File: src/verilog/nocPkg.sv
`default_nettype none

package nocPkg;

  // ~~~~~~~~~~~~~~~~~~~~~~~~~~~~~~~~~~~~~~~~
  // ports and field widths
  localparam int numPorts = 5;
  localparam int portW = 3;
  localparam int lenW = 12;

  localparam logic [portW-1:0] portLocal = 3'd0;
  localparam logic [portW-1:0] portNorth = 3'd1;
  localparam logic [portW-1:0] portEast = 3'd2;
  localparam logic [portW-1:0] portWest = 3'd3;
  localparam logic [portW-1:0] portSouth = 3'd4;

  // ~~~~~~~~~~~~~~~~~~~~~~~~~~~~~~~~~~~~~~~~
  // flit id codes, anything else is invalid
  localparam logic [2:0] idHeader = 3'd1;
  localparam logic [2:0] idBody = 3'd2;
  localparam logic [2:0] idTail = 3'd3;

  typedef struct packed {
    logic [2:0] id;
    logic [lenW-1:0] length;  // whole packet, header included.
    logic spare;
  } headerT;

  typedef struct packed {
    logic [2:0] id;
    logic [12:0] payload;
  } dataT;

  typedef union packed {
    headerT hdr;
    dataT data;
  } flitT;

endpackage

`default_nettype wire

File: src/verilog/linkReceiver.sv
`timescale 1ns/1ps
`default_nettype none

module linkReceiver
(
  input  logic clk,
  input  logic rst,
  input  nocPkg::flitT flitIn,
  input  logic flitValid,
  output nocPkg::flitT wrFlit,
  output logic wrEn,
  output logic protocolError
);
  import nocPkg::*;

  logic inPacket;
  logic [lenW-1:0] remaining;  // flits still owed to the open packet.
  logic [2:0] id;
  logic [lenW-1:0] hdrLen;
  logic accept;

  assign id = flitIn.data.id;
  assign hdrLen = flitIn.hdr.length;

  // framing check on the incoming flit
  always_comb
  begin
    if (!inPacket)
      accept = (id == idHeader) && (hdrLen > 1);
    else if (remaining == 1)
      accept = (id == idTail);  // last flit must close.
    else
      accept = (id == idBody);
  end

  always_ff @(posedge clk)
  begin
    if (rst)
    begin
      inPacket <= 1'b0;
      remaining <= '0;
      wrEn <= 1'b0;
      protocolError <= 1'b0;
    end
    else
    begin
      wrEn <= flitValid && accept;
      protocolError <= flitValid && !accept;
      if (flitValid && !accept)
        inPacket <= 1'b0;  // any fault closes the packet.
      else if (flitValid && !inPacket)
      begin
        inPacket <= 1'b1;
        remaining <= hdrLen - 1'b1;
      end
      else if (flitValid)
      begin
        remaining <= remaining - 1'b1;
        if (remaining == 1)
          inPacket <= 1'b0;
      end
    end
  end

  always_ff @(posedge clk)
  begin
    if (flitValid)
      wrFlit <= flitIn;
  end

endmodule

`default_nettype wire

File: src/verilog/flitFifo.sv
`timescale 1ns/1ps
`default_nettype none

module flitFifo
#(
  parameter int fifoDepth = 8
)
(
  input  logic clk,
  input  logic rst,
  input  nocPkg::flitT wrFlit,
  input  logic wrEn,
  input  logic rdEn,
  output nocPkg::flitT headFlit,
  output logic empty,
  output logic overflow
);
  import nocPkg::*;

  localparam int ptrW = $clog2(fifoDepth);

  flitT mem [fifoDepth];
  logic [ptrW:0] wrPtr;  // msb is the wrap bit.
  logic [ptrW:0] rdPtr;
  logic full;

  assign empty = (wrPtr == rdPtr);
  assign full = (wrPtr[ptrW] != rdPtr[ptrW]) &&
                (wrPtr[ptrW-1:0] == rdPtr[ptrW-1:0]);
  assign headFlit = mem[rdPtr[ptrW-1:0]];  // fall-through head.

  always_ff @(posedge clk)
  begin
    if (rst)
    begin
      wrPtr <= '0;
      rdPtr <= '0;
      overflow <= 1'b0;
    end
    else
    begin
      overflow <= wrEn && full;  // same-cycle pop does not help.
      if (wrEn && !full)
        wrPtr <= wrPtr + 1'b1;
      if (rdEn && !empty)
        rdPtr <= rdPtr + 1'b1;
    end
  end

  always_ff @(posedge clk)
  begin
    if (wrEn && !full)
      mem[wrPtr[ptrW-1:0]] <= wrFlit;
  end

endmodule

`default_nettype wire

File: src/verilog/grantTimer.sv
`timescale 1ns/1ps
`default_nettype none

module grantTimer
(
  input  logic clk,
  input  logic rst,
  input  nocPkg::flitT headFlit,
  input  logic pop,
  input  logic granted,
  output logic timesUp
);
  import nocPkg::*;

  logic [lenW-1:0] count;  // pops done in this grant.
  logic [lenW-1:0] lenReg;
  logic [lenW-1:0] effLen;
  logic headerPop;

  assign headerPop = (headFlit.hdr.id == idHeader) && (count == '0);
  assign effLen = headerPop ? headFlit.hdr.length : lenReg;

  // high on the pop that completes the packet, so the grant moves at that edge
  assign timesUp = pop && ((count + 1'b1) == effLen);

  always_ff @(posedge clk)
  begin
    if (rst)
    begin
      count <= '0;
      lenReg <= '0;
    end
    else
    begin
      if (pop && headerPop)
        lenReg <= headFlit.hdr.length;
      if (!granted)
        count <= '0;
      else if (pop)
        count <= timesUp ? '0 : count + 1'b1;  // restart for a regrant.
    end
  end

endmodule

`default_nettype wire

File: src/verilog/switchArbiter.sv
`timescale 1ns/1ps
`default_nettype none

module switchArbiter
(
  input  logic clk,
  input  logic rst,
  input  logic [nocPkg::numPorts-1:0] req,
  input  nocPkg::flitT headFlit0,
  input  nocPkg::flitT headFlit1,
  input  nocPkg::flitT headFlit2,
  input  nocPkg::flitT headFlit3,
  input  nocPkg::flitT headFlit4,
  output logic [nocPkg::numPorts-1:0] popSel
);
  import nocPkg::*;

  logic [numPorts:0] grantState;  // bit 0 is idle.
  logic [numPorts:0] nextState;
  logic [numPorts-1:0] grant;
  logic [numPorts-1:0] timesUp;
  logic [numPorts-1:0] nextPick;
  logic [portW-1:0] startPort;
  logic hold;
  flitT heads [numPorts];

  // first requester at or after start, wrapping around
  function automatic logic [numPorts-1:0] pickNext(input logic [numPorts-1:0] reqs,
                                                   input int start);
    logic [numPorts-1:0] pick;
    int idx;
    pick = '0;
    for (int k = numPorts - 1; k >= 0; k--)
    begin
      idx = (start + k) % numPorts;
      if (reqs[idx])
      begin
        pick = '0;
        pick[idx] = 1'b1;
      end
    end
    return pick;
  endfunction

  assign heads[portLocal] = headFlit0;
  assign heads[portNorth] = headFlit1;
  assign heads[portEast] = headFlit2;
  assign heads[portWest] = headFlit3;
  assign heads[portSouth] = headFlit4;

  // ~~~~~~~~~~~~~~~~~~~~~~~~~~~~~~~~~~~~~~~~
  // per-port packet timers
  for (genvar i = 0; i < numPorts; i++)
  begin : gTimer
    grantTimer timer0
    (
      .clk(clk),
      .rst(rst),
      .headFlit(heads[i]),
      .pop(popSel[i]),
      .granted(grant[i]),
      .timesUp(timesUp[i])
    );
  end

  // ~~~~~~~~~~~~~~~~~~~~~~~~~~~~~~~~~~~~~~~~
  // rotating priority
  assign grant = grantState[numPorts:1];
  assign popSel = grant & req;
  assign hold = |(grant & req & ~timesUp);

  always_comb
  begin
    startPort = portLocal;  // idle searches from Local.
    for (int i = 0; i < numPorts; i++)
    begin
      if (grant[i])
        startPort = portW'((i + 1) % numPorts);  // search past the owner.
    end
  end

  assign nextPick = pickNext(req, startPort);

  always_comb
  begin
    if (hold)
      nextState = grantState;
    else
      nextState = {nextPick, ~|nextPick};  // idle when nobody asks.
  end

  always_ff @(posedge clk)
  begin
    if (rst)
      grantState <= {{numPorts{1'b0}}, 1'b1};
    else
      grantState <= nextState;
  end

endmodule

`default_nettype wire

File: src/verilog/outputStage.sv
`timescale 1ns/1ps
`default_nettype none

module outputStage
(
  input  logic clk,
  input  logic rst,
  input  nocPkg::flitT headFlit0,
  input  nocPkg::flitT headFlit1,
  input  nocPkg::flitT headFlit2,
  input  nocPkg::flitT headFlit3,
  input  nocPkg::flitT headFlit4,
  input  logic [nocPkg::numPorts-1:0] empty,
  output logic [nocPkg::numPorts-1:0] popSel,
  output nocPkg::flitT outFlit,
  output logic outValid,
  output logic [nocPkg::portW-1:0] outPort
);
  import nocPkg::*;

  flitT heads [numPorts];
  flitT selFlit;
  logic [portW-1:0] selPort;

  assign heads[portLocal] = headFlit0;
  assign heads[portNorth] = headFlit1;
  assign heads[portEast] = headFlit2;
  assign heads[portWest] = headFlit3;
  assign heads[portSouth] = headFlit4;

  switchArbiter arb0
  (
    .clk(clk),
    .rst(rst),
    .req(~empty),  // a non-empty FIFO requests.
    .headFlit0(headFlit0),
    .headFlit1(headFlit1),
    .headFlit2(headFlit2),
    .headFlit3(headFlit3),
    .headFlit4(headFlit4),
    .popSel(popSel)
  );

  always_comb
  begin
    selFlit = '0;
    selPort = '0;
    for (int i = 0; i < numPorts; i++)
    begin
      if (popSel[i])
      begin
        selFlit = heads[i];
        selPort = portW'(i);
      end
    end
  end

  always_ff @(posedge clk)
  begin
    if (rst)
      outValid <= 1'b0;
    else
      outValid <= |popSel;
  end

  always_ff @(posedge clk)
  begin
    if (|popSel)
    begin
      outFlit <= selFlit;
      outPort <= selPort;
    end
  end

endmodule

`default_nettype wire

File: src/verilog/routerOutputPort.sv
`timescale 1ns/1ps
`default_nettype none

module routerOutputPort
#(
  parameter int fifoDepth = 8
)
(
  input  logic clk,
  input  logic rst,
  input  nocPkg::flitT flitIn0,
  input  nocPkg::flitT flitIn1,
  input  nocPkg::flitT flitIn2,
  input  nocPkg::flitT flitIn3,
  input  nocPkg::flitT flitIn4,
  input  logic [nocPkg::numPorts-1:0] flitValid,
  output nocPkg::flitT outFlit,
  output logic outValid,
  output logic [nocPkg::portW-1:0] outPort,
  output logic [nocPkg::numPorts-1:0] protocolError,
  output logic [nocPkg::numPorts-1:0] overflow
);
  import nocPkg::*;

  flitT linkFlit [numPorts];
  flitT wrFlit [numPorts];
  flitT headFlit [numPorts];
  logic [numPorts-1:0] wrEn;
  logic [numPorts-1:0] empty;
  logic [numPorts-1:0] popSel;

  assign linkFlit[portLocal] = flitIn0;
  assign linkFlit[portNorth] = flitIn1;
  assign linkFlit[portEast] = flitIn2;
  assign linkFlit[portWest] = flitIn3;
  assign linkFlit[portSouth] = flitIn4;

  // ~~~~~~~~~~~~~~~~~~~~~~~~~~~~~~~~~~~~~~~~
  // receiver and FIFO per input link
  for (genvar i = 0; i < numPorts; i++)
  begin : gPort
    linkReceiver rx0
    (
      .clk(clk),
      .rst(rst),
      .flitIn(linkFlit[i]),
      .flitValid(flitValid[i]),
      .wrFlit(wrFlit[i]),
      .wrEn(wrEn[i]),
      .protocolError(protocolError[i])
    );

    flitFifo #(.fifoDepth(fifoDepth)) fifo0
    (
      .clk(clk),
      .rst(rst),
      .wrFlit(wrFlit[i]),
      .wrEn(wrEn[i]),
      .rdEn(popSel[i]),
      .headFlit(headFlit[i]),
      .empty(empty[i]),
      .overflow(overflow[i])
    );
  end

  outputStage out0
  (
    .clk(clk),
    .rst(rst),
    .headFlit0(headFlit[portLocal]),
    .headFlit1(headFlit[portNorth]),
    .headFlit2(headFlit[portEast]),
    .headFlit3(headFlit[portWest]),
    .headFlit4(headFlit[portSouth]),
    .empty(empty),
    .popSel(popSel),
    .outFlit(outFlit),
    .outValid(outValid),
    .outPort(outPort)
  );

endmodule

`default_nettype wire

File: config.mk
export PLATFORM = sky130hd
export DESIGN_NAME = routerOutputPort
export DESIGN_NICKNAME = d
export VERILOG_FILES = /design/src/verilog/nocPkg.sv /design/src/verilog/linkReceiver.sv /design/src/verilog/flitFifo.sv /design/src/verilog/grantTimer.sv /design/src/verilog/switchArbiter.sv /design/src/verilog/outputStage.sv /design/src/verilog/routerOutputPort.sv
export SDC_FILE = /design/constraint.sdc
export NUM_CORES = 1
export LEC_CHECK = 0
export ABC_AREA = 1
export BUFFER_PORTS_ARGS = -buffer_cell sky130_fd_sc_hd__buf_2
export CAP_MARGIN = 25
export CORE_UTILIZATION = 47
export DETAILED_ROUTE_END_ITERATION = 6
export GPL_TIMING_DRIVEN = 0
export PLACE_DENSITY_LB_ADDON = 0.2
export SLEW_MARGIN = 5
export SYNTH_ARGS = -nofsm -noshare
export SYNTH_HDL_FRONTEND = slang
export SYNTH_SLANG_ARGS = --single-unit
File: constraint.sdc
create_clock -name clk -period 4.3 [get_ports clk]
set_clock_uncertainty 0.05 [all_clocks]
set_input_delay 0.86 -clock clk [delete_from_list [all_inputs] [get_ports clk]]
set_output_delay 0.86 -clock clk [all_outputs]
set_load 0.1 [all_outputs]
# Yosys cells after proc, flatten, opt, wreduce, memory -nomap -nowiden
# Memories as Yosys holds them, arrays and structs flattened. A register that Yosys moved wholly into a read port is not among the register bits.
# Cells that the tools add are included.
# classes
n_addsub	29
n_mul	0
div_mod_pow	5
order_cmp	15
eq_ne	45
shifts	0
mux	108
bitwise_logic	14
reduce_logical	119
# ops
operator	count
$mux W12	20
$ge A32 B1 Y1 const B	5
$lt A32 B5 Y1 const B	5
$mod A32 B4 Y32 const B	4
$sub A12 B1 Y12 const B	10
$mux W16	5
$add A12 B1 Y12 const B	5
$eq A12 B1 Y1 const B	5
$eq A12 B12 Y1	5
$gt A12 B1 Y1 const B	5
$logic_and A1 B1 Y1	60
$logic_not A12 Y1	5
$mux W1	52
$mux W3	14
$add A4 B1 Y4 const B	10
$mod A4 B4 Y32 const B	1
$eq A3 B1 Y1 const B	10
$eq A3 B2 Y1 const B	10
$mux W5	5
$logic_not A1 Y1	21
$eq A4 B4 Y1	5
$reduce_and A2 Y1	10
$reduce_bool A2 Y1	10
$reduce_or A2 Y1	10
other kinds (12)	43
# totals
regBits	346
latch_bits	0
ramBits	640
romBits	0
inputBits	87
out_inout_bits	30
wordCells	394
mem_count	5
# mem_list
name	words	width	read_ports	rd_clocked_by_memory_dff	write_ports	line_no	text
gPort[0].fifo0.mem	8	16	1	1	1	flitFifo.sv:22	flitT mem [fifoDepth];
gPort[1].fifo0.mem	8	16	1	1	1	flitFifo.sv:22	
gPort[2].fifo0.mem	8	16	1	1	1	flitFifo.sv:22	
gPort[3].fifo0.mem	8	16	1	1	1	flitFifo.sv:22	
gPort[4].fifo0.mem	8	16	1	1	1	flitFifo.sv:22	

# Longest topological paths before layout
# depth
word_depth	18
depth_mapped	30
depth_no_buf	29

# By module
# A second synthesis with hierarchy kept.
# unflattened
cells_unflattened	5888
area_unflattened_um2	50937.6
# modules_own_cells
mod	n_inst	cells_per_inst	area_per_inst_um2	seq_area_each_um2
flitFifo (gPort[0].fifo0 ...)	4	496	5679.2	4083.9
grantTimer	5	312	1889.3	480.5
linkReceiver	5	243	1809.2	780.7
flitFifo (gPort[3].fifo0)	1	501	5684.2	4083.9
switchArbiter	1	399	2373.5	100.1
outputStage	1	229	1670.4	590.6

# Worst setup path after synthesis
# Ideal clock, no wire load.
# synth_path
kind	flip-flop to flip-flop
from	register out0.arb0.grantState[3]
to	register out0.arb0.grantState[3]
setup_ns	0.064
arrival_time_ns	3.652
t_required_ns	4.186
path_slack_ns	0.534
path_stages_with_launch	28
n_path_buf	0
synth_period_minus_slack_ns	3.766
cell_sequence	dfxtp_1 -> o21ai_0 -> ha_1 -> inv_1 -> ha_1 -> inv_1 -> ha_1 -> inv_1 -> nand3_1 -> nand2_1 -> xor2_1 -> inv_1 -> ha_1 -> nor2_2 -> nor2_1 -> nand3_1 -> nand2_2 -> inv_1 -> nand3_1 -> nand2_1 -> nand3_2 -> nand2_1 -> nand3_1 -> nand2_1 -> nand2_1 -> nand2_1 -> nor2_1 -> nor2_1
# synth_between
elab_chain_len	14
elab_cells_between_ends	62
cone_classes	add/sub: 4; div: 5; order compare: 10; mux: 33; bitwise: 3; reduce/logical: 7
# synth_lines
item	line_no	text
from (decl)	switchArbiter.sv:18	logic [numPorts:0] grantState;
from (signal assigned)	switchArbiter.sv:95	grantState <= {{numPorts{1'b0}}, 1'b1};
from (signal assigned)	switchArbiter.sv:97	grantState <= nextState;
$mux W3 (3 in series)	switchArbiter.sv:77	if (grant[i])
$add A3 B3 Y4	switchArbiter.sv:35	idx = (start + k) % numPorts;
$mod A32 B4 Y32	switchArbiter.sv:35	
$ge A32 B1 Y1 (not written as such) / $lt A32 B5 Y1 (equally long branches)	switchArbiter.sv:39	pick[idx] = 1'b1;
$logic_and A1 B1 Y1 (not written as such)	switchArbiter.sv:39	
$mux W1 (not written as such)	switchArbiter.sv:39	
$demux W1 S3	switchArbiter.sv:39	
$mux W5 (5 in series)	switchArbiter.sv:36	if (reqs[idx])
# Several ways; a longest one is shown, not always the timed one. The select of a mux whose other input is x is not followed.
# A chain may end at the register's enable or synchronous reset.

# Worst setup path in the final report
# layout_path
from	register out0.arb0.grantState[3]
to	register out0.arb0.grantState[4]
# The elaborated chain is that of the path after synthesis.

==> run metrics <==
via count=37.3k; type of the tightest min-delay check=input port to flop; Primary FF master, synth=edfxtp_1; worst vdd ir=0.000316 V; Mapped Area=47400 sq um; net count after synthesis=5388; CP max stage delay=350 ps; cells after synthesis=5225; clock period minus worst slack=3950 ps; Die Ht=320 um; n_diodes=0; Internal Power=17.4 mW; share of cells above drive strength 1=11.0%; Post-Route WL=133 mm; Sequential Area=27400 sq um; Layout area overhead=14.4%; area of the multi-input gates=17100 sq um; fmax=253 MHz; Post-Layout Cell Count=6890; Final nets=5665; Max Root-Sink Buffers=3; CTS Buf Count=104; die span in x=320 um; drt drc=0; Slew headroom=30.3%; pwr/cell area=454 nW/um^2; Final Max Slew Viols=0; syn_area_per_cell=9.07 sq um; CTS Sinks=1000; post-route cell area=54200 sq um; Required @ worst endpoint=4850 ps; PortBufs=116; combinational power share=18.5%; Final Hold Fails=0; Final HPWL DP=96.4 mm; Post-synth EDFFs=739; r2r endpoint=out0.arb0.grantState[4]; outcome=finished, final reports clean; Worst Setup EP=out0.arb0.grantState[4]; Reg2Reg Setup Slack=350 ps; vias in the first global route=34.6k; mean routed wirelength per cell=19.4 um; H-tree depth=3; worst path arrival time=4510 ps; drt initial violations=3418; CP endpoint kind=flop; Final ANT Viol Nets=0; filler cell count=8839; CP Max Fanout=6; Syn. warnings=0; clock transition at the registers of the reported paths=60 ps; DP Cell Count=6691; All-Layer GR Usage=25.9%; period utilization=92.0%; antenna violations before repair=3; row cnt=116; total iterations of the first detailed-routing run=6; Startpoint Class=flop; global-route wire length before repair=204 mm; Final setup viols=0; most used cell along the critical path=inv_1; DR vias/cell=5.42; CTS tree=built; die area=102000 sq um; register area share after synthesis=57.8%; max cap viols=0; Slew @ Worst Pin=1050 ps; WS Path Type=flop to flop; DP Area=50600 sq um; Initial Util=47.4%; IO Pins=117; Crit Reg-Reg Startpoint=out0.arb0.grantState[3]; Yosys reg bits=1000; Worst-Skew Late Latency=690 ps; reg2reg path depth=30; Clock Power Share=37.6%; Synth cell types=66; GPL Wtd Cong=0.929; CP max-delay cell=dfxtp_2; CTS Root Cell=clkbuf_16; critical path startpoint=out0.arb0.grantState[3]; sequential power share=43.9%; area of the core=100000 sq um; Remaining Overflow, GRT=0; maximum number of pins on one net before global-route repair=20; switching power total=7.21 mW; total leakage power=21.5 nW; ys async rst share=0%; sw frac=29.3%; hold path startpoint=flitIn1[0]; cts hold-fix bufs=0; WHS=296 ps
## metrics by stage
| stage | TNS, ps | worst slack, ps | utilization [%] | total power [mW] |
|---|---|---|---|---|
| 3_5_place_dp | -862 | -178 | 50.6 | 15.3 |
| 4_1_cts | 0 | 0.525 | 54.1 | 24.5 |
| 6_report | 0 | 346 | 54.2 | 24.6 |
| 3_3_place_gp | -762 | -167 | 49.6 | 15.2 |
| 5_1_grt | -7.37 | -5.06 | 54.2 | 25.7 |
| 2_1_floorplan | 0 | 534 | - | 14.1 |
## final cells by class
type / count / area share (%)
Clock inverter: 74 / 1.44
Inverter: 532 / 3.70
Buffer: 204 / 2.04
Clock buffer: 122 / 5.02
Timing Repair Buffer: 171 / 2.69
Multi-Input combinational cell: 3489 / 31.5
Tap cell: 1298 / 3.00
Sequential cell: 1000 / 50.6
## how the worst min path moves through the flow
stage	to	slack, ps	cells after the start
final	gPort[1].rx0.wrFlit[0]	300	1
after global routing	gPort[3].rx0.wrFlit[0]	280	1
after CTS	gPort[3].rx0.wrFlit[0]	260	1
after detailed placement	gPort[1].fifo0.overflow	380	2
after global placement	gPort[1].fifo0.overflow	380	2
after floorplan	gPort[1].fifo0.overflow	370	2
## layer usage
layer,GRT usage (%),part of all wire (%),vias up
met5,0,0.0060,-
met4,10.5,3.8,2
met3,3.48,6.8,230
met2,41.2,46,1231
met1,35.8,44,17700
li1,-,-,18200
## cell families (layout without fill, tap and decap cells)
kind of cell | count (synthesis) | after routing | share of synthesized area, %
AOI/OAI and AO/OA | 905 | 905 | 10.5
and+or+nand+nor | 2415 | 2415 | 21.4
xor gates and xnor gates | 93 | 93 | 1.73
adders and majority gates | 76 | 76 | 2.02
buffers and inverters | 736 | 1103 | 6.53
DFF | 1000 | 1000 | 57.8
## worst max-delay path: cells and delay by family, from the launching register on
kind / cells / cell delay, ps
AO/OA/AOI/OAI: 1 / 90
AND/OR/NAND/NOR: 17 / 1690
flip-flops: 1 / 350
buffers and inverters: 7 / 640
adder cells (fa/ha/maj): 4 / 880
XOR/XNOR: 1 / 200
## power groups by stage
stage	Combinational, mW	Clock, mW	Sequential [mW]
after floorplan	3.03	0	11.1
after global placement	4.22	0	11.0
after detailed placement	4.30	0	11.0
after CTS	4.34	9.39	10.8
after global routing	5.11	9.76	10.8
final	4.56	9.25	10.8
## layout by cell type, fill, tap and decap left out, types with 26 or more instances in the layout
cell,count
a211oi_1,41
clkbuf_1,97
nand2_1,1122
xor2_1,71
o22ai_1,52
a21oi_1,197
nor3_1,49
nor2_1,693
inv_2,27
o21ai_1,73
edfxtp_1,739
dfxtp_1,258
nand3_1,348
o21ai_0,439
buf_2,171
nand4_1,40
nor2_2,51
inv_1,499
buf_4,37
buf_8,42
nand2_2,26
ha_1,74
clkbuf_16,106
## state kept, by name (all words and copies together), names as in the netlist, 5 cells and up, named ones only
name                            count
gPort.rx0.wrEn                      5
gPort.rx0.wrFlit                   80
gPort.fifo0.mem                   640
out0.arb0.gTimer.timer0.lenReg     60
gPort.rx0.protocolError             5
out0.outFlit                       16
gPort.rx0.inPacket                  5
gPort.fifo0.wrPtr                  20
gPort.fifo0.overflow                5
out0.arb0.gTimer.timer0.count      60
gPort.fifo0.rdPtr                  20
out0.arb0.grantState                5
gPort.rx0.remaining                60
## cell usage after synthesis (all sizes together) (8+ instances only)
master,instances,area (sq um)
edfxtp,739,22200
o22ai,52,325
xnor2,18,158
a21oi,198,995
nor2,759,2990
nand3b,18,135
o211ai,15,113
nand4,40,250
xor2,75,664
ha,75,938
buf,120,778
a31oi,22,138
clkbuf,84,315
dfxtp,261,5230
nor4,10,62.6
or2,20,125
a32oi,8,70.1
a211oi,41,308
o31ai,8,60.1
nand3,354,1800
nor3,49,245
o21ai,515,2580
nand2,1157,4450
inv,527,1980
## what timing repair did
action / 4_1_cts / 5_1_grt
endpoints found under the setup margin: 5 / 5
buffers inserted: 0 / 2
gates resized for setup: 5 / 31
pin swaps: 0 / 1
No activity file was read; power rests on OpenSTA's default activity.
